File: src/rtl/colmix_consts.svh
// Width, register map and latency macros, included by the colour mixer sources
`ifndef COLMIX_CONSTS_SVH
`define COLMIX_CONSTS_SVH

// Palette RAM is 1024 bytes, two per colour
`define COLMIX_PAL_AW 10
`define COLMIX_DW 8
`define COLMIX_IDX_W 9

// APB address space
`define COLMIX_APB_AW 11

// Control registers above the palette window
`define COLMIX_REG_CTRL  11'h400
`define COLMIX_REG_BANKS 11'h401
`define COLMIX_REG_BD_LO 11'h402
`define COLMIX_REG_BD_HI 11'h403

// Clocks from pixel sample to rgb and sync_out
`define COLMIX_LATENCY 4

// Both layers on, layer 1 on top
`define COLMIX_CTRL_RESET 8'h0C

`endif

File: src/rtl/colmix_pkg.sv
// Shared struct and enum types for the colour mixer RTL and its testbench
package colmix_pkg;

`include "colmix_consts.svh"

    // APB request as driven by the CPU side
    typedef struct packed {
        logic [`COLMIX_APB_AW-1:0] paddr;
        logic                      psel;
        logic                      penable;
        logic                      pwrite;
        logic [`COLMIX_DW-1:0]     pwdata;
    } apb_req_t;

    // APB response back to the CPU
    typedef struct packed {
        logic [`COLMIX_DW-1:0] prdata;
        logic                  pready;
        logic                  pslverr;
    } apb_rsp_t;

    // Layer pixel codes, pen 0 is transparent
    typedef struct packed {
        logic [4:0] gfx1;       // Bit 4 picks the layer-1 sub-bank
        logic [3:0] gfx2;
    } pxl_in_t;

    // Blanking flags, active high
    typedef struct packed {
        logic hblank;
        logic vblank;
    } sync_t;

    typedef struct packed {
        logic [4:0] red;
        logic [4:0] green;
        logic [4:0] blue;
    } rgb_t;

    // Which layer wins when both are opaque
    typedef enum logic [1:0] {
        PRIO_L1_OVER   = 2'd0,
        PRIO_L2_OVER   = 2'd1,
        PRIO_PEN_SPLIT = 2'd2  // Layer 2 on top only for pens 8..15
    } prio_mode_e;

    typedef struct packed {
        prio_mode_e                 mode;
        logic                       l1_en;
        logic                       l2_en;
        logic [2:0]                 bank1;
        logic [3:0]                 bank2;
        logic [`COLMIX_IDX_W-1:0]   backdrop;
    } ctrl_t;

    // Single-cycle palette request from the register block
    typedef struct packed {
        logic [`COLMIX_PAL_AW-1:0] addr;
        logic                      we;
        logic [`COLMIX_DW-1:0]     wdata;
    } pal_cpu_t;

endpackage

File: src/rtl/colmix_fetch.sv
// Reads the two palette bytes of each colour index and assembles the 15-bit RGB
`timescale 1ns/1ps
`include "colmix_consts.svh"

module colmix_fetch (
    input  logic                          clk,
    input  logic                          rst,
    input  logic                          pxl_cen,
    input  logic [`COLMIX_IDX_W-1:0]      col_idx,
    output logic [`COLMIX_PAL_AW-1:0]     vid_addr,
    input  logic [`COLMIX_DW-1:0]         vid_q,
    output colmix_pkg::rgb_t              rgb
);

    // Byte select, 0 for low byte in the cycle after the enable
    logic       half;
    // Byte select of the data now on vid_q
    logic       half_q;
    logic [7:0] lo_byte;

    assign vid_addr = {col_idx, half};

    always_ff @(posedge clk) begin
        if (rst) begin
            half   <= 1'b1;
            half_q <= 1'b1;
            rgb    <= '0;
        end else begin
            // Realign on every enable
            half   <= pxl_cen ? 1'b0 : ~half;
            half_q <= half;
            // High byte arrived, lo_byte holds its partner
            if (half_q) begin
                rgb.red   <= lo_byte[4:0];
                rgb.green <= {vid_q[1:0], lo_byte[7:5]};
                // Bit 7 of the high byte is spare
                rgb.blue  <= vid_q[6:2];
            end
        end
    end

    // Low byte waits one clock for the high byte
    always_ff @(posedge clk) begin
        if (!half_q) begin
            lo_byte <= vid_q;
        end
    end

    // Two reads per pixel need the enable at half rate
    a_cen_rate: assert property (@(posedge clk) disable iff (rst)
        pxl_cen |=> !pxl_cen);

endmodule

File: config.mk
export PLATFORM = sky130hd
export DESIGN_NAME = colmix_fetch
export DESIGN_NICKNAME = d
export VERILOG_FILES = /design/src/rtl/colmix_pkg.sv /design/src/rtl/colmix_fetch.sv
export VERILOG_INCLUDE_DIRS = /design/src /design/src/rtl
export SDC_FILE = /design/constraint.sdc
export NUM_CORES = 1
export LEC_CHECK = 0
export ABC_AREA = 1
export BUFFER_PORTS_ARGS = -buffer_cell sky130_fd_sc_hd__buf_2
export CAP_MARGIN = 20
export CORE_UTILIZATION = 35
export DETAILED_ROUTE_END_ITERATION = 6
export MAX_ROUTING_LAYER = met4
export RECOVER_POWER = 50
export SYNTH_ARGS = -nofsm -noshare
export SYNTH_HDL_FRONTEND = slang
export SYNTH_SLANG_ARGS = --single-unit
File: constraint.sdc
create_clock -name clk -period 1.2 [get_ports clk]
set_input_delay 0.18 -clock clk [delete_from_list [all_inputs] [get_ports clk]]
set_output_delay 0.18 -clock clk [all_outputs]
set_load 0.02 [all_outputs]
; Word level (Yosys, flattened, before mapping)
; Index checks and enable logic that the tools add are counted.
[op_classes]
muxes = 1
bitwise = 1
[op_table]
columns = cell, n
row1 = 1-bit 2-to-1 mux, 1
row2 = 1-bit NOT, 1
[word_totals]
in_bits = 20
ff_bits = 25
word_cells = 8
output_inout_bits = 25

; Depth between registers and ports, before layout
[logic_depth]
ltp_word = 2
ltp_mapped = 4
mapped_depth_nobuf = 4

; Worst setup path after synthesis
; No wires, ideal clock.
[synth_path]
path_kind = register to register
startpoint = register half_q
endpoint = register lo_byte[0], enable pin
setup_time_ns = 0.324
path_stages_with_launch = 3
arrival_ns = 0.651
n_path_buf = 1
synth_period_minus_slack_ns = 0.975
slack_ns = 0.225
required_time_ns = 0.876
cell_sequence = dfxtp_1 > buf_6 > inv_1
[synth_rtl]
columns = item, line
row1 = start: declaration, colmix_fetch.sv:18  ; logic half_q;
row2 = start signal: assignment, colmix_fetch.sv:31  ; half_q <= half;
row3 = end signal: assignment, colmix_fetch.sv:45  ; lo_byte <= vid_q;
row4 = end: declaration, colmix_fetch.sv:19  ; logic [7:0] lo_byte;
; No word-level cell between the ends.

; Worst setup path in the final report
[layout_path]
startpoint = register rgb[0] (netlist name)
endpoint = output port rgb[0] (netlist name)
[layout_rtl]
columns = item, line
row1 = start: declaration, colmix_fetch.sv:12  ; output colmix_pkg::rgb_t rgb
; No word-level cell between the ends.

==> flow_metrics.tcl <==
set metrics [dict create \
    run_status "finished, final reports clean" \
    drtIter0Drc 3 \
    die_h_um 55.4 \
    setup_violations 0 \
    worst-path-stages 1 \
    power.density_nw_per_um2 1400 \
    routed_wl_um 1520 \
    peakVddDrop_mv 0.778 \
    final_nets 157 \
    grt_pass1_vias 630 \
    maxSlewHeadroom_pct 73.4 \
    worstPathRequired_ps 1020 \
    max_stage_delay_ps 360 \
    dr.pass1.iters 3 \
    fill_cells 275 \
    detail-route-antenna-nets 0 \
    critPathTopFamily "flip-flops" \
    cts_num_sinks 25 \
    tightest_slew_ps 399 \
    worstPathMaxFanout 2 \
    path_cells "buf_2" \
    cts-root-to-sink-buffers 2 \
    syn_to_final_growth_pct 8.14 \
    slowest_stage "dfxtp_1" \
    post_cts_buffers 0 \
    num_antenna_cells 0 \
    synth_seq_cells 25 \
    dp_hpwl_um 1130 \
    syn_nets 138 \
    cts-resized-gates 0 \
    ys_warn_count 0 \
    crit_buf_inv 1 \
    portBuffers 26 \
    fmax_mhz 978 \
    die_x_um 55.4 \
    synth_top_area_share_pct 34.0 \
    wl_per_cell_um 9.10 \
    p_total_mw 1.51 \
    num_vias 677 \
    dieArea_um2 3070 \
    critPathArrivalTime_ps 840 \
    antenna_found_initial 0 \
    finalWeightedCongestion 0.716 \
    ys_seq_area_share_pct 58.1 \
    skew_ps 2.54 \
    rsz0062_at_grt "false" \
    numCtsBuffers 3 \
    final.min_clock_period_ps 1020 \
    syn_area_um2 1000 \
    hold_viol 0 \
    slew_viol_final 0 \
    synthCells 118 \
    root_buffer "clkbuf_4" \
    crit_type "reg2out" \
    power.leakage_nw 0.593 \
    insertion_delay_ps 310 \
    tns_ps 0 \
    io_pins 45 \
    fin_crit_sh_pct 85.2 \
    clk_pin_slew_ps 130 \
    cts_hold_buf 0 \
    core_um2 2730 \
    synth_area_leader_cell "dfxtp_1" \
    start_kind "register" \
    cts_tree "yes" \
    holdPathStages 1 \
    cts_max_level 1 \
    layout-drive-gt1-share_pct 20.6 \
    yosys-top-cells-area "dfxtp_1 34%, edfxtp_1 24%, nand2_1 11%" \
    drc 0 \
    synth_cell_type_count 11 \
    maxCapViolations 0 \
    grt_pass1_wl_um 2630 \
    grt_max_degree 21 \
    syn_area_per_cell_um2 8.47 \
    rr_worst_depth 4 \
    initial_core_util_pct 36.6 \
    via_per_inst 4.05 \
    overflow 0 \
    hold_class "in2reg" \
    grt_usage_pct 11.3 \
    whs_ps 41.8 \
    num_rows 19 \
    end_kind "output port" \
]
## layer usage
layer,vias to the layer above,share of wire [%],global-route usage [%]
met5,-,0,-
met1,282,45,12.2
met2,19,46,18.8
li1,368,-,-
met3,8,6.1,3.04
met4,0,3.3,6.43
## layout make-up
class / count / area (um2) / share of cell area (%)
Clock buffer: 4 / 26.3 / 2.43
Sequential cell: 25 / 581 / 53.7
Inverter: 17 / 63.8 / 5.90
Timing Repair Buffer: 28 / 133 / 12.3
Multi-Input combinational cell: 62 / 239 / 22.1
Tap cell: 31 / 38.8 / 3.59
## stage by stage
step                util (%)  area (um2)  worst slack [ps]  std cells
finish                  39.5        1080               177        167
global placement        39.0        1070               349        163
floorplan                  -        1000               225        118
CTS                     40.0        1090               160        167
detailed placement      39.0        1070               322        163
global route            39.5        1080              71.9        167
## registers in the layout (all words and copies together) (netlist names)
register and count:
rgb 15, half_q 1, lo_byte 8, half 1
## placed cells by master, fill, tap and decap left out
master,instances
clkbuf_1,7
nor2_1,29
nand2_1,30
nor2_2,1
clkbuf_4,3
inv_2,1
buf_2,21
or2_2,1
edfxtp_1,8
clkbuf_2,1
inv_1,16
o21ai_0,1
dfxtp_1,17
## cells in the mapped netlist, drive strengths merged
cell    count
o21ai       1
inv        17
or2         1
dfxtp      17
buf        14
nand2      30
edfxtp      8
nor2       30
## power by group
part | internal, mW | leakage (nW) | switching (mW)
registers | 0.926 | 0.216 | 0.0222
clock network | 0.130 | 0.0150 | 0.241
logic | 0.0667 | 0.362 | 0.129
## path summary, 6_finish.rpt
kind,startpoint,endpoint,slack (ps)
worst max-delay path,rgb[0]$_SDFFE_PP0P_,rgb[0],180
worst min-delay path,vid_q[7],lo_byte[7]$_DFFE_PN_,40
worst max register to register,half_q$_SDFF_PP1_,rgb[8]$_SDFFE_PP0P_,190
worst min register to register,half$_SDFF_PP1_,half$_SDFF_PP1_,470
## logic make-up after synthesis
family / synth area share (%)
AOI/OAI and AO/OA: 0.500
and+or+nand+nor: 23.4
DFF: 58.1
buffers and inverters: 18.0
Power figures use the tool's default switching activity.
