`config.mk`:
```
export PLATFORM = sky130hd
export DESIGN_NAME = colmix_prio
export DESIGN_NICKNAME = d
export VERILOG_FILES = /design/src/rtl/colmix_pkg.sv /design/src/rtl/colmix_prio.sv
export VERILOG_INCLUDE_DIRS = /design/src /design/src/rtl
export SDC_FILE = /design/constraint.sdc
export NUM_CORES = 1
export LEC_CHECK = 0
export BUFFER_PORTS_ARGS = -buffer_cell sky130_fd_sc_hd__buf_4
export CORE_MARGIN = 2
export CORE_UTILIZATION = 45
export DETAILED_ROUTE_END_ITERATION = 6
export GPL_ROUTABILITY_DRIVEN = 1
export PLACE_DENSITY = 0.81
export RECOVER_POWER = 100
export SLEW_MARGIN = 20
export SYNTH_ARGS = -nofsm -noshare
export SYNTH_HDL_FRONTEND = slang
export SYNTH_SLANG_ARGS = --single-unit
```
`constraint.sdc`:
```
create_clock -name clk -period 3.8 [get_ports clk]
set_input_delay 0 -clock clk [delete_from_list [all_inputs] [get_ports clk]]
set_output_delay 0 -clock clk [all_outputs]
set_load 0.01 [all_outputs]
```
`src/rtl/colmix_consts.svh`:
```
// Width, register map and latency macros, included by the colour mixer sources
`ifndef COLMIX_CONSTS_SVH
`define COLMIX_CONSTS_SVH

// Palette RAM is 1024 bytes, two per colour
`define COLMIX_PAL_AW 10
`define COLMIX_DW 8
`define COLMIX_IDX_W 9

// APB address space
`define COLMIX_APB_AW 11

// Control registers above the palette window
`define COLMIX_REG_CTRL  11'h400
`define COLMIX_REG_BANKS 11'h401
`define COLMIX_REG_BD_LO 11'h402
`define COLMIX_REG_BD_HI 11'h403

// Clocks from pixel sample to rgb and sync_out
`define COLMIX_LATENCY 4

// Both layers on, layer 1 on top
`define COLMIX_CTRL_RESET 8'h0C

`endif

```
`src/rtl/colmix_pkg.sv`:
```
// Shared struct and enum types for the colour mixer RTL and its testbench
package colmix_pkg;

`include "colmix_consts.svh"

    // APB request as driven by the CPU side
    typedef struct packed {
        logic [`COLMIX_APB_AW-1:0] paddr;
        logic                      psel;
        logic                      penable;
        logic                      pwrite;
        logic [`COLMIX_DW-1:0]     pwdata;
    } apb_req_t;

    // APB response back to the CPU
    typedef struct packed {
        logic [`COLMIX_DW-1:0] prdata;
        logic                  pready;
        logic                  pslverr;
    } apb_rsp_t;

    // Layer pixel codes, pen 0 is transparent
    typedef struct packed {
        logic [4:0] gfx1;       // Bit 4 picks the layer-1 sub-bank
        logic [3:0] gfx2;
    } pxl_in_t;

    // Blanking flags, active high
    typedef struct packed {
        logic hblank;
        logic vblank;
    } sync_t;

    typedef struct packed {
        logic [4:0] red;
        logic [4:0] green;
        logic [4:0] blue;
    } rgb_t;

    // Which layer wins when both are opaque
    typedef enum logic [1:0] {
        PRIO_L1_OVER   = 2'd0,
        PRIO_L2_OVER   = 2'd1,
        PRIO_PEN_SPLIT = 2'd2  // Layer 2 on top only for pens 8..15
    } prio_mode_e;

    typedef struct packed {
        prio_mode_e                 mode;
        logic                       l1_en;
        logic                       l2_en;
        logic [2:0]                 bank1;
        logic [3:0]                 bank2;
        logic [`COLMIX_IDX_W-1:0]   backdrop;
    } ctrl_t;

    // Single-cycle palette request from the register block
    typedef struct packed {
        logic [`COLMIX_PAL_AW-1:0] addr;
        logic                      we;
        logic [`COLMIX_DW-1:0]     wdata;
    } pal_cpu_t;

endpackage

```
`src/rtl/colmix_prio.sv`:
```
// Layer priority and transparency, registers the 9-bit colour index per pixel
`timescale 1ns/1ps
`include "colmix_consts.svh"

module colmix_prio (
    input  logic                          clk,
    input  logic                          rst,
    input  logic                          pxl_cen,
    input  colmix_pkg::pxl_in_t           pxl,
    input  colmix_pkg::ctrl_t             ctrl,
    output logic [`COLMIX_IDX_W-1:0]      col_idx
);

    logic                     l1_opaque;
    logic                     l2_opaque;
    logic                     l2_wins;
    logic [`COLMIX_IDX_W-1:0] l1_idx;
    logic [`COLMIX_IDX_W-1:0] l2_idx;
    logic [`COLMIX_IDX_W-1:0] idx_next;

    // Disabled layer behaves like pen 0
    assign l1_opaque = ctrl.l1_en && (pxl.gfx1[3:0] != 4'h0);
    assign l2_opaque = ctrl.l2_en && (pxl.gfx2 != 4'h0);

    // Upper half of the palette for layer 1
    assign l1_idx = {1'b1, ctrl.bank1, pxl.gfx1[4], pxl.gfx1[3:0]};
    // Lower half for layer 2
    assign l2_idx = {1'b0, ctrl.bank2, pxl.gfx2};

    // Tie-break when both layers show
    always_comb begin
        case (ctrl.mode)
            colmix_pkg::PRIO_L1_OVER:   l2_wins = 1'b0;
            colmix_pkg::PRIO_L2_OVER:   l2_wins = 1'b1;
            // Bright half of layer 2 pens goes on top
            colmix_pkg::PRIO_PEN_SPLIT: l2_wins = pxl.gfx2[3];
            default:                    l2_wins = 1'b0;
        endcase
    end

    always_comb begin
        if (l1_opaque && l2_opaque) begin
            idx_next = l2_wins ? l2_idx : l1_idx;
        end else if (l1_opaque) begin
            idx_next = l1_idx;
        end else if (l2_opaque) begin
            idx_next = l2_idx;
        end else begin
            // Nothing drawn here
            idx_next = ctrl.backdrop;
        end
    end

    // One index per pixel enable
    always_ff @(posedge clk) begin
        if (rst) begin
            col_idx <= '0;
        end else if (pxl_cen) begin
            col_idx <= idx_next;
        end
    end

endmodule

```
Word-level counts from Yosys, hierarchy flattened

Cells that the tools add are included.

Eq/ne operators: 2
Multiplexer cells: 5
Reduce and logical (&&, ||, !) cells: 5

Operators by type and width:

| kind                 | number |
|---|---|
| $mux W9              | 4 |
| $reduce_bool A4 Y1   | 2 |
| $logic_and A1 B1 Y1  | 3 |
| $eq A2 B1 Y1 const B | 1 |
| $eq A2 B2 Y1 const B | 1 |
| $pmux W1 S2          | 1 |

Register bits after elaboration: 9
Input port bits: 32
Logic and storage cells: 13

Logic depth before layout (Yosys ltp)

Depth in word-level cells: 5
Gate-level depth with buffers: 6
Gate-level depth less buffers: 6

Least setup slack after synthesis

No wires, ideal clock.

Path type: input to register
From: input ctrl[18] in the netlist's numbering
To: register col_idx[0]
Setup time: 0.088 ns
Arrival time: 1.252 ns
Data required time: 3.712 ns
Path slack: 2.460 ns
Cell stages on the path: 5
Path buffers: 0
Cell sequence: inv_1 ha_1 nor3_4 mux2_4 a311oi_2

Longest elaborated chain between the ends: 4

RTL lines:

| what                                         | RTL line          | source |
|---|---|---|
| start, declared                              | colmix_prio.sv:10 | `input colmix_pkg::ctrl_t ctrl,` |
| $eq A2 B2 Y1 or $eq A2 B1 Y1 (tied branches) | colmix_prio.sv:32 | `case (ctrl.mode)` |
| $pmux W1 S2 *                                | colmix_prio.sv:32 |  |
| $mux W9 *                                    | colmix_prio.sv:43 | `idx_next = l2_wins ? l2_idx : l1_idx;` |
| $mux W9 *                                    | colmix_prio.sv:42 | `if (l1_opaque && l2_opaque) begin` |
| end signal, assigned                         | colmix_prio.sv:59 | `col_idx <= idx_next;` |
| end, declared                                | colmix_prio.sv:11 | `` output logic [`COLMIX_IDX_W-1:0] col_idx `` |

Every way passes the cells marked *; elsewhere a longest branch is shown, timed or not.
A chain may end at the register's enable or synchronous reset.

Worst setup path in the final report

From: input pxl[0] in the netlist's numbering
To: register col_idx[0]

Longest elaborated chain between the ends: 5

RTL lines:

| what                | RTL line          | source |
|---|---|---|
| start, declared     | colmix_prio.sv:9  | `input colmix_pkg::pxl_in_t pxl,` |
| $reduce_bool A4 Y1  | colmix_prio.sv:23 | `assign l2_opaque = ctrl.l2_en && (pxl.gfx2 != 4'h0);` |
| $logic_and A1 B1 Y1 | colmix_prio.sv:23 |  |
| $mux W9             | colmix_prio.sv:46 | `end else if (l2_opaque) begin` |
| $mux W9             | colmix_prio.sv:44 | `end else if (l1_opaque) begin` |
| $mux W9 *           | colmix_prio.sv:42 |  |

Marked as above.

==> metrics.cfg <==
[sta]
rsz0062_at_grt = false
fin_setup_tns_ns = 0
timing.final.setup_violations = 0
maxClockFrequency_mhz = 449
timing_max_transition_violations_final = 0
finalClockSkew_ns = 0
timing.final.crit_period_ns = 2.23
max_slew.worst_pin.slew_ns = 1.26
final_hold_viol_count = 0
timing.max_slew.rel_slack_pct = 15.1
period_share_pct = 58.6

[clock_tree]
tritoncts.num_buffers = 3
post-cts-setup-buffers = 0
clock_insertion_delay_worst_skew_ns = 0.26
clock_tree_from_tritoncts = built
root_cell_of_the_clock_tree = clkbuf_4
cts_max_level = 1
ctsLongestPathBuffers = 2
clk_pin_slew_ns = 0.06
numClockSinks = 9

[pwr]
vdd_ir_drop_max_mv = 0.226
p_clk_share_pct = 27.4
totalPowerFinal_uw = 279
switchingPower_uw = 87.9
power.share.combinational_pct = 34.4
power-per-cell-area_nw_per_um2 = 275
switching_share_pct = 31.5
power.share.sequential_pct = 38.2
total_leakage_power_nw = 0.441
internal_dissipation_uw = 191

[die]
die_area_um2 = 2010
floorplan.io_pins = 41
die_h_um = 44.8
core_area_um2 = 1540
die_x_um = 44.8
placement_rows = 14
start_util_pct = 48.7

[yosys]
synth.top_cells.by_area = dfxtp_1 24%, nor2_1 9.5%, nand2_1 8.5%
seq_area_frac_synth_pct = 24.0
yosys_top_cell_by_area = dfxtp_1
syn_inst = 95
total_of_warnings_raised_by_yosys = 0
synth_flop_cell = dfxtp_1
synth.ff_latch_count = 9
netlist_top_cells_count = 19 x nor2_1, 17 x nand2_1, 9 x dfxtp_1
synth-async-reset-ratio_pct = 0
synthesis.area_per_instance_um2 = 7.90
synth.most_common_cell = nor2_1
yosys.area.top_type_share_pct = 24.0
ys_types = 26
synth-edff-count = 0
syn_area_um2 = 751
syn_nets = 129

[layout]
syn2layout_area_growth_pct = 35.3
fin_area_um2 = 1020
antennaDiodeCount = 0
reg_top3 = col_idx (9)
largest_register_ff_count = 9
num-nets-final = 172
drive_above_1_share_pct = 26.3
largest_register = col_idx

[route]
num_vias = 880
post_drt_wl_per_cell_um = 13.8
drt_drc_violations_left = 0
routed_wl_um = 2120
routed_via_density = 5.75
drtIter0Drc = 17
ant_nets = 0
drt_pre_antenna_iters = 4

[worst_hold_path]
timing.hold.worst.class = in -> reg
holdCritStartpoint = pxl_cen

[place]
port_buffers = 40
hpwl_um = 1640
gp_congestion = 0.826
placed_area_um2 = 1050

[critical_path]
cp-startpoint = pxl[0]
cp.buffers_inverters = 1
slowest_stage = o41ai_1
critPathKind = in -> reg
crit_chain = clkbuf_1 > o41ai_1 > nor3_1 > mux2_4 > a311oi_1
regToRegStartpoint = col_idx[1]$_SDFFE_PP0P_
path_max_fanout = 8
crit_path_end_kind = flip-flop
max_stage_delay_ns = 1.12
required_ns = 3.96
crit_arrival_ns = 2.39
critical_path.top_delay_family = compound AO/OA/AOI/OAI gates
startpoint_kind_of_the_worst_setup_timing_path = input pin

[global_routing]
global_route.overflow_total = 0
first_global_vias = 781
grt_max_degree = 12
grt_pass1_wl_um = 3340
gr-usage-all-layers_pct = 22.5
antenna_violations_before_repair = 0

[run]
max_cap_viol_count = 0

[outcome]
outcome = finished clean

cell families (layout without fill, tap and decap cells):
logic type	after synthesis	count (layout)	synth area share [%]
multiplexers	6	6	8.67
adder cells (fa/ha/maj)	2	2	3.33
AO/OA/AOI/OAI	31	31	36.5
flip-flops	9	9	24.0
AND/OR/NAND/NOR	40	40	22.7
buffers and inverters	7	49	4.83
routing by layer:
metal	up-vias	part of all wire [%]	GRT usage, %
met5	-	0	0
met2	32	49	37.1
met3	2	6.5	6.00
met1	408	44	28.7
li1	438	-	-
met4	0	0.76	7.06
placed cells by master (no fill, tap or decap), drive strengths merged:
| master | synthesis | final |
|---|---|---|
| mux2i | 5 | 5 |
| clkbuf | 0 | 14 |
| o41ai | 2 | 2 |
| inv | 3 | 3 |
| ha | 2 | 2 |
| nand2b | 2 | 2 |
| buf | 4 | 31 |
| nor2 | 19 | 19 |
| a311oi | 2 | 2 |
| o41a | 2 | 2 |
| a22o | 2 | 2 |
| nand2 | 17 | 17 |
| or3 | 1 | 1 |
| a32o | 4 | 4 |
| mux2 | 1 | 1 |
| o221ai | 2 | 2 |
| nor3 | 1 | 1 |
| dfxtp | 9 | 9 |
| dlygate4sd3 | 0 | 1 |
| a32oi | 1 | 1 |
| o2bb2ai | 3 | 3 |
| a21oi | 7 | 7 |
| o31ai | 4 | 4 |
| a21boi | 2 | 2 |
final cells by class:
cell class	instances	area, um^2
tap	16	20.0
clock buffer	4	26.3
inverter	3	11.3
sequential	9	180
fill	150	526
multi-input combinational	79	498
timing repair buffer	42	280
power by group through the flow:
stage | Clock [mW] | Sequential, mW | Combinational, mW
after global placement | 0 | 0.108 | 0.104
final | 0.0765 | 0.107 | 0.0961
after floorplan | 0 | 0.112 | 0.0504
after detailed placement | 0 | 0.109 | 0.106
after CTS | 0.0779 | 0.107 | 0.107
after global routing | 0.0831 | 0.107 | 0.106
worst reg2reg max path, stage by stage (launching register included):
cell and delay (ns):
dfxtp_1 0.34, nor2_1 0.05, nor2_1 0.13, nand2_1 0.07
o2bb2ai_1 0.13
repair_timing:
| action | 4_1_cts | 5_1_grt |
|---|---|---|
| setup endpoints to repair | 0 | 0 |
| hold endpoints to repair | 3 | 0 |
| gates resized for setup | 0 | 0 |
| hold buffers | 1 | 0 |
path summary, 6_finish.rpt:
path	to	slack, ns	depth (start not counted)
max reg2reg	col_idx[1]$_SDFFE_PP0P_	3.02	4
max	col_idx[0]$_SDFFE_PP0P_	1.57	5
min reg2reg	col_idx[8]$_SDFFE_PP0P_	0.47	2
min	col_idx[3]$_SDFFE_PP0P_	0.006	2
per-stage QoR:
| step | util [%] | hold WS, ns | setup slack (ns) | cells |
|---|---|---|---|---|
| global route | 65.9 | 0.00711 | 1.32 | 153 |
| global placement | 68.3 | 0.217 | 2.29 | 148 |
| detailed placement | 68.3 | 0.230 | 2.21 | 148 |
| finish | 65.9 | 0.00616 | 1.57 | 153 |
| floorplan | - | 0.0679 | 2.46 | 95 |
| CTS | 70.7 | 0.00975 | 2.48 | 153 |
No activity file was read; power rests on OpenSTA's default activity.
