`src/rtl/colmix_consts.svh`:
```
// Width, register map and latency macros, included by the colour mixer sources
`ifndef COLMIX_CONSTS_SVH
`define COLMIX_CONSTS_SVH

// Palette RAM is 1024 bytes, two per colour
`define COLMIX_PAL_AW 10
`define COLMIX_DW 8
`define COLMIX_IDX_W 9

// APB address space
`define COLMIX_APB_AW 11

// Control registers above the palette window
`define COLMIX_REG_CTRL  11'h400
`define COLMIX_REG_BANKS 11'h401
`define COLMIX_REG_BD_LO 11'h402
`define COLMIX_REG_BD_HI 11'h403

// Clocks from pixel sample to rgb and sync_out
`define COLMIX_LATENCY 4

// Both layers on, layer 1 on top
`define COLMIX_CTRL_RESET 8'h0C

`endif

```
`src/rtl/colmix_pkg.sv`:
```
// Shared struct and enum types for the colour mixer RTL and its testbench
package colmix_pkg;

`include "colmix_consts.svh"

    // APB request as driven by the CPU side
    typedef struct packed {
        logic [`COLMIX_APB_AW-1:0] paddr;
        logic                      psel;
        logic                      penable;
        logic                      pwrite;
        logic [`COLMIX_DW-1:0]     pwdata;
    } apb_req_t;

    // APB response back to the CPU
    typedef struct packed {
        logic [`COLMIX_DW-1:0] prdata;
        logic                  pready;
        logic                  pslverr;
    } apb_rsp_t;

    // Layer pixel codes, pen 0 is transparent
    typedef struct packed {
        logic [4:0] gfx1;       // Bit 4 picks the layer-1 sub-bank
        logic [3:0] gfx2;
    } pxl_in_t;

    // Blanking flags, active high
    typedef struct packed {
        logic hblank;
        logic vblank;
    } sync_t;

    typedef struct packed {
        logic [4:0] red;
        logic [4:0] green;
        logic [4:0] blue;
    } rgb_t;

    // Which layer wins when both are opaque
    typedef enum logic [1:0] {
        PRIO_L1_OVER   = 2'd0,
        PRIO_L2_OVER   = 2'd1,
        PRIO_PEN_SPLIT = 2'd2  // Layer 2 on top only for pens 8..15
    } prio_mode_e;

    typedef struct packed {
        prio_mode_e                 mode;
        logic                       l1_en;
        logic                       l2_en;
        logic [2:0]                 bank1;
        logic [3:0]                 bank2;
        logic [`COLMIX_IDX_W-1:0]   backdrop;
    } ctrl_t;

    // Single-cycle palette request from the register block
    typedef struct packed {
        logic [`COLMIX_PAL_AW-1:0] addr;
        logic                      we;
        logic [`COLMIX_DW-1:0]     wdata;
    } pal_cpu_t;

endpackage

```
`src/rtl/colmix_regs.sv`:
```
// APB slave with the mixer control registers, forwards palette accesses to the RAM port
`timescale 1ns/1ps
`include "colmix_consts.svh"

module colmix_regs (
    input  logic                          clk,
    input  logic                          rst,
    input  colmix_pkg::apb_req_t          apb,
    output colmix_pkg::apb_rsp_t          apb_rsp,
    output colmix_pkg::ctrl_t             ctrl,
    output colmix_pkg::pal_cpu_t          pal_cpu,
    input  logic [`COLMIX_DW-1:0]         pal_cpu_q
);

    localparam logic [7:0] CTRL_RST = `COLMIX_CTRL_RESET;

    // Palette reads need one wait state for the registered RAM output
    typedef enum logic {
        ACC_FIRST,
        ACC_RD_WAIT
    } acc_state_e;

    acc_state_e state;
    logic       access;
    logic       pal_sel;
    logic       reg_sel;
    logic       pal_rd;
    logic       done;
    logic [7:0] reg_rdata;

    // Second phase of the APB transfer
    assign access  = apb.psel & apb.penable;
    // Bottom 1 KiB is the palette
    assign pal_sel = ~apb.paddr[10];
    assign reg_sel = apb.paddr inside {`COLMIX_REG_CTRL, `COLMIX_REG_BANKS,
                                       `COLMIX_REG_BD_LO, `COLMIX_REG_BD_HI};
    assign pal_rd  = pal_sel & ~apb.pwrite;
    // Everything but a palette read completes in its first access cycle
    assign done    = access & (~pal_rd | (state == ACC_RD_WAIT));

    // RAM request straight from the bus, write strobe only once
    assign pal_cpu.addr  = apb.paddr[`COLMIX_PAL_AW-1:0];
    assign pal_cpu.we    = access & pal_sel & apb.pwrite;
    assign pal_cpu.wdata = apb.pwdata;

    always_ff @(posedge clk) begin
        if (rst) begin
            state <= ACC_FIRST;
        end else if (state == ACC_FIRST && access && pal_rd) begin
            state <= ACC_RD_WAIT;
        end else if (state == ACC_RD_WAIT) begin
            state <= ACC_FIRST;
        end
    end

    always_ff @(posedge clk) begin
        if (rst) begin
            ctrl.mode     <= colmix_pkg::prio_mode_e'(CTRL_RST[1:0]);
            ctrl.l1_en    <= CTRL_RST[2];
            ctrl.l2_en    <= CTRL_RST[3];
            ctrl.bank1    <= '0;
            ctrl.bank2    <= '0;
            ctrl.backdrop <= '0;
        end else if (access && reg_sel && apb.pwrite) begin
            case (apb.paddr)
                `COLMIX_REG_CTRL: begin
                    ctrl.mode  <= colmix_pkg::prio_mode_e'(apb.pwdata[1:0]);
                    ctrl.l1_en <= apb.pwdata[2];
                    ctrl.l2_en <= apb.pwdata[3];
                end
                `COLMIX_REG_BANKS: begin
                    ctrl.bank1 <= apb.pwdata[2:0];
                    ctrl.bank2 <= apb.pwdata[7:4];
                end
                `COLMIX_REG_BD_LO: ctrl.backdrop[7:0] <= apb.pwdata;
                default: ctrl.backdrop[8] <= apb.pwdata[0];
            endcase
        end
    end

    // Read-back with unused bits at zero
    always_comb begin
        case (apb.paddr)
            `COLMIX_REG_CTRL:  reg_rdata = {4'b0, ctrl.l2_en, ctrl.l1_en, ctrl.mode};
            `COLMIX_REG_BANKS: reg_rdata = {ctrl.bank2, 1'b0, ctrl.bank1};
            `COLMIX_REG_BD_LO: reg_rdata = ctrl.backdrop[7:0];
            `COLMIX_REG_BD_HI: reg_rdata = {7'b0, ctrl.backdrop[8]};
            default:           reg_rdata = 8'h00;
        endcase
    end

    assign apb_rsp.prdata  = pal_sel ? pal_cpu_q : reg_rdata;
    assign apb_rsp.pready  = done;
    // Holes in the map fail at once
    assign apb_rsp.pslverr = access & ~pal_sel & ~reg_sel;

    // Setup phase must come before every access phase
    a_apb_setup: assert property (@(posedge clk) disable iff (rst)
        $rose(apb.penable) |-> $past(apb.psel));

endmodule

```
`config.mk`:
```
export PLATFORM = sky130hd
export DESIGN_NAME = colmix_regs
export DESIGN_NICKNAME = d
export VERILOG_FILES = /design/src/rtl/colmix_pkg.sv /design/src/rtl/colmix_regs.sv
export VERILOG_INCLUDE_DIRS = /design/src /design/src/rtl
export SDC_FILE = /design/constraint.sdc
export NUM_CORES = 1
export LEC_CHECK = 0
export BUFFER_PORTS_ARGS = -buffer_cell sky130_fd_sc_hd__buf_2
export CAP_MARGIN = 25
export CORE_MARGIN = 3
export CORE_UTILIZATION = 39
export CTS_CLUSTER_DIAMETER = 60
export DETAILED_ROUTE_END_ITERATION = 12
export PLACE_DENSITY = 0.8
export SETUP_SLACK_MARGIN = 0.05
export SLEW_MARGIN = 30
export SYNTH_ARGS = -nofsm -noshare
export SYNTH_HDL_FRONTEND = slang
export SYNTH_SLANG_ARGS = --single-unit
```
`constraint.sdc`:
```
create_clock -name clk -period 1.11 [get_ports clk]
set_clock_uncertainty 0.2 [all_clocks]
set_input_delay 0 -clock clk [delete_from_list [all_inputs] [get_ports clk]]
set_output_delay 0 -clock clk [all_outputs]
set_load 0.005 [all_outputs]
```
# == After elaboration in Yosys (flattened, before gate mapping) ==
# Cells that the tools add are included.
# word_totals
out_inout_bits,49
ff_bits,21
in_bits,32
# op_classes
n_eq_ne,4
bitwise,14
n_mux,3
reduce_logical,10
# op_table
operator,count
$eq 11x11->1 const B,4
$pmux 8 s4,1
$mux 8,1
$reduce_and 2->1,4
$and 1x1->1,7
$not 1->1,6
$logic_and 1x1->1,4
$reduce_bool 4->1,1
$reduce_or 3->1,1
$mux 1,1
$or 1x1->1,1

# == Longest topological paths before layout ==
# Gate-level depths: netlist (run 1).
# depth
depth_word,5
ltp_mapped,5

# == Least setup slack after synthesis (run 1) ==
# OpenSTA, ideal clock, no wires.
# synth_timing
kind,input -> register
startpoint,input port apb[14] in the netlist's numbering
endpoint,register ctrl[0] in the netlist's numbering
setup_time_ns,0.121
n_path_buf,1
required_time_ns,0.789
t_arrival_ns,0.843
path_slack_ns,-0.054
path_stages,4
path_cell_list,nor4_2 buf_4 nand4_4 mux2i_1
# synth_between
elab_chain_cells,5
# synth_lines
element,line_no,source
start: declaration,colmix_regs.sv:8,"input colmix_pkg::apb_req_t apb,"
$eq 11x11->1 (on tied branches),"colmix_regs.sv:35, colmix_regs.sv:65",
$reduce_bool 4->1,colmix_regs.sv:35,"assign reg_sel = apb.paddr inside {`COLMIX_REG_CTRL, `COLMIX_REG_BANKS,"
$logic_and 1x1->1 (2 in series),colmix_regs.sv:64,end else if (access && reg_sel && apb.pwrite) begin
$reduce_and 2->1 (no line) (*),n/a,
end: declaration,colmix_regs.sv:10,"output colmix_pkg::ctrl_t ctrl,"
# Mark *: on every way between the ends. The rest lies on a longest branch, timed or not.
# A chain may end at the register's enable or synchronous reset.

==> results_dict.tcl, run 1 <==
set metrics [dict create \
    cts_made_buffers 3 \
    yosys.cell_types.count 26 \
    power.leakage_nw 1.127 \
    reg2reg_slack_ns 0.01 \
    required_ns 0.91 \
    gp_congestion 0.7384 \
    drive_above_1_share 0.5692 \
    syn2layout_area_growth_pct 67.32 \
    die_area_um2 4359 \
    syn_area_um2 1405 \
    ys_ff_latch 21 \
    final_core_util 0.6883 \
    r2r_end "ctrl[8]" \
    htree_levels 1 \
    hpwl_um 2880 \
    p_total_w 0.001485 \
    firstDrtPassIters 4 \
    final-setup-viol-count 10 \
    yosys_warnings 0 \
    tightest_slew_ns 0.3984 \
    grt_usage 0.1857 \
    vias 1453 \
    dp.cells 279 \
    critPathArrivalTime_ns 1.40 \
    vdd_ir_drop_max_uv 520.9 \
    clk_latency_ns 0.30 \
    synth-edff-count 0 \
    synth_top_cell_by_area "dfxtp_1" \
    crit_type "reg -> out" \
    cts.sinks 21 \
    num_rows 21 \
    period_minus_slack_ns 1.603 \
    antenna_found_initial 0 \
    nets 293 \
    endpoint_kind "output pin" \
    synth_commonest_cells "nand2b_1, buf_4, dfxtp_1" \
    postCtsHoldBufs 15 \
    grt_first_pass_wirelength_um 6354 \
    die_height_um 66.03 \
    ant_nets 0 \
    core_um2 3416 \
    clk_pin_slew_ns 0.12 \
    slew_violations 0 \
    rr_worst_depth 5 \
    yosysMostFrequentCell "nand2b_1" \
    place_ws_ns -0.3195 \
    avgSynthCellArea_um2 8.950 \
    pwr_density_cell_nw_per_um2 631.5 \
    grt_max_degree 32 \
    finalHoldViolations 2 \
    synthTopCellsByArea "dfxtp_1, mux2i_1, nand2b_1" \
    async_flop_share 0 \
    whs_ns -0.04318 \
    post-route-period-util 1.444 \
    worst_slack_ns -0.4933 \
    wl_met2_um 1990 \
    first_iter_violations 14 \
    top_layer_used "met4" \
    fin_tns_setup_ns -2.335 \
    startpoint "ctrl[8]" \
    syn_inst 157 \
    synth_top_area_share 0.2992 \
    remaining_drc_errors 0 \
    final-instance-count-excl-fill 306 \
    cts_root_buf "clkbuf_4" \
    start_util 0.4114 \
    crit_path_max_fanout 2 \
    synth-main-ff-cell "dfxtp_1" \
    start_kind "flip-flop" \
    outcome "finished, violations left" \
    drv_cap 0 \
    num_io_pins 81 \
    rsz0062_at_grt "yes" \
    routed_wl_um 4060 \
    maxSlewHeadroom 0.7344 \
    violations "negative hold slack, negative setup slack" \
    wl_per_cell_um 13.27 \
    grt_pass1_vias 1433 \
    met1_length_um 1731 \
    grt_overflow 0 \
    die_x_um 66.03 \
    rr_startpoint "ctrl[8]" \
    holdCritPathClass "in -> reg" \
    antenna_cells 0 \
    dr_wl_met3_um 290 \
    seq_area_frac_synth 0.2992 \
    place.port_buffers 80 \
    cts_tree "done" \
    vias_per_cell 4.748 \
    crit_path_end "apb_rsp[2]" \
    fmax_ghz 0.6237 \
    synth_fp_nets 189 \
    clock_path_buffers 2 \
]
kinds of logic after synthesis:
kind of cell    synth area share
simple gates              0.2867
mux                       0.1825
buf+inv                   0.1692
flops                     0.2992
compound gates           0.06233
stage by stage:
step / hold slack, ns / area [µm²]
floorplan: -0.1230 / 1468
global placement: -0.01561 / 1906
detailed placement: -0.01462 / 1906
CTS: -0.03939 / 2303
global route: -0.01502 / 2351
finish: -0.04318 / 2351
cells in the final DEF, fill, tap and decap left out:
| master | Yosys | layout |
|---|---|---|
| and4_4 | 0 | 2 |
| mux2_4 | 0 | 1 |
| buf_4 | 21 | 16 |
| o21ai_1 | 2 | 4 |
| clkbuf_4 | 0 | 3 |
| dfxtp_1 | 21 | 8 |
| nand2b_1 | 30 | 30 |
| nor2b_2 | 0 | 1 |
| a41oi_2 | 0 | 2 |
| nand4_2 | 2 | 1 |
| mux2i_1 | 20 | 20 |
| inv_1 | 12 | 12 |
| clkbuf_1 | 4 | 1 |
| nor2_1 | 6 | 6 |
| and4_1 | 4 | 2 |
| nand4_4 | 1 | 2 |
| dlygate4sd3_1 | 0 | 15 |
| o221ai_2 | 0 | 4 |
| mux4_2 | 1 | 1 |
| and2_1 | 1 | 1 |
| nor4_4 | 0 | 2 |
| nand3_1 | 2 | 2 |
| nor4_1 | 1 | 1 |
| a21oi_1 | 1 | 1 |
| nand4_1 | 4 | 4 |
| nor2b_1 | 5 | 3 |
| mux2_2 | 3 | 2 |
| nand3b_1 | 1 | 1 |
| buf_6 | 0 | 30 |
| buf_8 | 0 | 1 |
| dfxtp_2 | 0 | 13 |
| o311a_1 | 1 | 1 |
| nor2b_4 | 0 | 1 |
| buf_2 | 4 | 66 |
routing by layer:
layer,vias up,GRT usage
met2,58,0.3254
met1,668,0.2281
met4,0,0.06345
li1,721,-
met3,6,0.03061
met5,-,0
cell type report:
class | count | area, µm²
fill | 284 | 1065
tap | 46 | 57.56
clock buffer | 4 | 26.28
inverter | 12 | 45.04
sequential | 21 | 436.7
multi-input combinational | 95 | 832.0
timing repair buffer | 128 | 953.4
power breakdown:
group          internal, W  switching [W]  leakage, nW  total (W)
logic             0.000206       0.000153        0.938   0.000359
registers         0.000753    0.000000327        0.174   0.000754
clock network     0.000140       0.000232       0.0150   0.000372
sequential cells by signal, summed over array words and instances, names as in the netlist:
signal / count
ctrl: 20
state: 1
worst min-delay path by stage:
stage,from,end,cells past startpoint
2_1_floorplan,apb[8],state,1
3_3_place_gp,apb[0],pal_cpu[0],2
3_5_place_dp,apb[7],pal_cpu[7],2
4_1_cts,rst,ctrl[17],3
5_1_grt,rst,ctrl[17],3
6_report,rst,ctrl[17],3
critical path, stage by stage (launching register included):
cell and delay [ns]:
dfxtp_2 0.34, mux4_2 0.48, nand4_1 0.09, o21ai_1 0.06
buf_2 0.12
repair_timing:
action / 4_1_cts / 5_1_grt
setup endpoints to repair: 22 / 33
pin swaps: 9 / 1
setup buffers: 5 / 9
endpoints found under the hold margin: 30 / 2
resized for setup: 45 / 16
No activity file was read; power rests on OpenSTA's default activity.
==> run 2: changes to the inputs <==
--- a/config.mk
+++ b/config.mk
@@ -9,10 +9,10 @@
 export BUFFER_PORTS_ARGS = -buffer_cell sky130_fd_sc_hd__buf_2
 export CAP_MARGIN = 25
 export CORE_MARGIN = 3
-export CORE_UTILIZATION = 39
+export CORE_UTILIZATION = 35
 export CTS_CLUSTER_DIAMETER = 60
 export DETAILED_ROUTE_END_ITERATION = 12
-export PLACE_DENSITY = 0.8
+export PLACE_DENSITY = 0.74
 export SETUP_SLACK_MARGIN = 0.05
 export SLEW_MARGIN = 30
 export SYNTH_ARGS = -nofsm -noshare
==> run 2 against run 1 <==
The flow still finishes with violations (negative hold slack, negative setup slack). Setup slack gained 0.054 ns. Flip-flop and latch count stayed put. Sequential share of layout area shrank 0.64 points. Largest cell class unchanged. Clock power up 37%. First-iteration DRC count is 57% higher. Global-route usage fell by 1.3 points.
==> results_dict.tcl, run 2 (synthesis gave the netlist of run 1 again) <==
set metrics [dict create \
    cts_root_buf "clkbuf_8" \
    syn2layout_area_growth_pct 69.81 \
    tightest_slew_ns 0.3313 \
    wl_per_cell_um 13.71 \
    p_sw_frac 0.2492 \
    power_frac_seq 0.459 \
    fmax_ghz 0.6455 \
    finalHoldViolations 1 \
    r2r_end "ctrl[8]" \
    power.leakage_nw 1.175 \
    maxSlewHeadroom 0.7787 \
    place.port_buffers 80 \
    worst_slack_ns -0.4391 \
    cts_made_buffers 3 \
    vdd_ir_drop_max_uv 385.9 \
    top_register "ctrl" \
    crit_path_max_fanout 2 \
    final-setup-viol-count 29 \
    crit_type "reg -> out" \
    die_height_um 69.36 \
    grt_pass1_vias 1503 \
    post-route-period-util 1.396 \
    whs_ns -0.1842 \
    drv_cap 0 \
    reg2reg_slack_ns 0.03 \
    start_util 0.3726 \
    rsz0062_at_grt "yes" \
    violations "negative hold slack, negative setup slack" \
    holdCritPathClass "in -> reg" \
    layout_commonest_cell "buf_2" \
    vias_per_cell 4.679 \
    endpoint_kind "output pin" \
    layout.cells.most_common_list "buf_2, nand2b_1, buf_4" \
    vias 1474 \
    rr_worst_depth 5 \
    first_iter_violations 22 \
    routed_wl_um 4320 \
    gp_congestion 0.7661 \
    num_io_pins 81 \
    p_switching_w 0.0004087 \
    clk_latency_ns 0.26 \
    period_minus_slack_ns 1.549 \
    remaining_drc_errors 0 \
    intPower_w 0.001231 \
    cts.sinks 21 \
    grt_usage 0.1730 \
    start_kind "flip-flop" \
    pwr_density_cell_nw_per_um2 687.3 \
    drive_above_1_share 0.5506 \
    core_um2 3771 \
    grt_first_pass_wirelength_um 6803 \
    cts_tree "done" \
    die_x_um 69.36 \
    p_clk_frac 0.310 \
    num_rows 22 \
    final_core_util 0.6327 \
    grt_overflow 0 \
    grt_max_degree 20 \
    die_area_um2 4811 \
    hold_depth 3 \
    hpwl_um 3062 \
    firstDrtPassIters 4 \
    antenna_cells 0 \
    power.share.combinational 0.231 \
    outcome "finished, violations left" \
    fin_tns_setup_ns -3.419 \
    place_ws_ns -0.3367 \
    rr_startpoint "ctrl[8]" \
    whs_endpoint "state" \
    hp-start "apb[8]" \
    postCtsHoldBufs 15 \
    htree_levels 1 \
    slew_violations 0 \
    reg_top3 "ctrl (20), state (1)" \
    clock_path_buffers 2 \
    critPathArrivalTime_ns 1.35 \
    required_ns 0.91 \
    nets 300 \
    ant_nets 0 \
    largest_reg_flops 20 \
    antenna_found_initial 0 \
    clk_pin_slew_ns 0.08 \
]
## run 2: cell types whose count changed in the layout (fill, tap and decap cells not counted), sizes merged
cell,change
dlymetal6s4s,+1
buf,+7
dlygate4sd3,-1
## run 2: cell type report
class,instances,area [µm²]
sequential,21,427.9
tap,48,60.06
fill,321,1385
multi-input combinational,95,825.8
inverter,12,45.04
timing repair buffer,135,982.2
clock buffer,4,45.04
## run 2: worst max-delay path: stages, from the launching register on
cell,delay (ns)
dfxtp_2,0.32
mux4_2,0.46
nand4_1,0.10
o21ai_1,0.07
buf_2,0.13
## run 2: stage by stage
step | hold WS (ns) | instances | power [W] | area (µm²)
floorplan | -0.1230 | 157 | 0.0009379 | 1468
global placement | -0.01587 | 285 | 0.001067 | 1951
detailed placement | -0.01381 | 285 | 0.001072 | 1951
CTS | -0.1909 | 311 | 0.001654 | 2306
global route | -0.1739 | 315 | 0.001719 | 2386
finish | -0.1842 | 315 | 0.001640 | 2386
## run 2: how the worst max path moves through the flow
| stage | startpoint | end | slack [ns] | cells past startpoint |
|---|---|---|---|---|
| global route | ctrl[8] | apb_rsp[2] | -0.50 | 4 |
| CTS | ctrl[8] | apb_rsp[2] | -0.44 | 4 |
| global placement | apb[18] | apb_rsp[8] | -0.30 | 6 |
| detailed placement | apb[14] | apb_rsp[8] | -0.34 | 6 |
| finish | ctrl[8] | apb_rsp[2] | -0.44 | 4 |
| floorplan | ctrl[8] | apb_rsp[2] | -0.003 | 3 |
## run 2: power by group through the flow
stage          Combinational (W)  Clock (W)  Sequential (W)
6_report                0.000378   0.000508        0.000753
5_1_grt                 0.000408   0.000557        0.000753
4_1_cts                 0.000365   0.000535        0.000753
3_5_place_dp            0.000301          0        0.000771
3_3_place_gp            0.000295          0        0.000771
2_1_floorplan           0.000167          0        0.000771
## run 2: repair_timing
| item | 4_1_cts | 5_1_grt |
|---|---|---|
| gates resized for setup | 26 | 15 |
| endpoints found under the hold margin | 31 | 1 |
| setup buffers | 8 | 9 |
| setup endpoints to repair | 29 | 34 |
| pin swaps | 5 | 4 |
## run 2: layer usage
| metal | routed length, µm | vias to the layer above | share of wire | track usage |
|---|---|---|---|---|
| met2 | 2053 | 64 | 0.48 | 0.3083 |
| met1 | 1913 | 663 | 0.44 | 0.2056 |
| met5 | 0 | - | 0 | 0 |
| met3 | 303 | 5 | 0.070 | 0.04203 |
| met4 | 49 | 0 | 0.011 | 0.04555 |
| li1 | - | 742 | - | - |
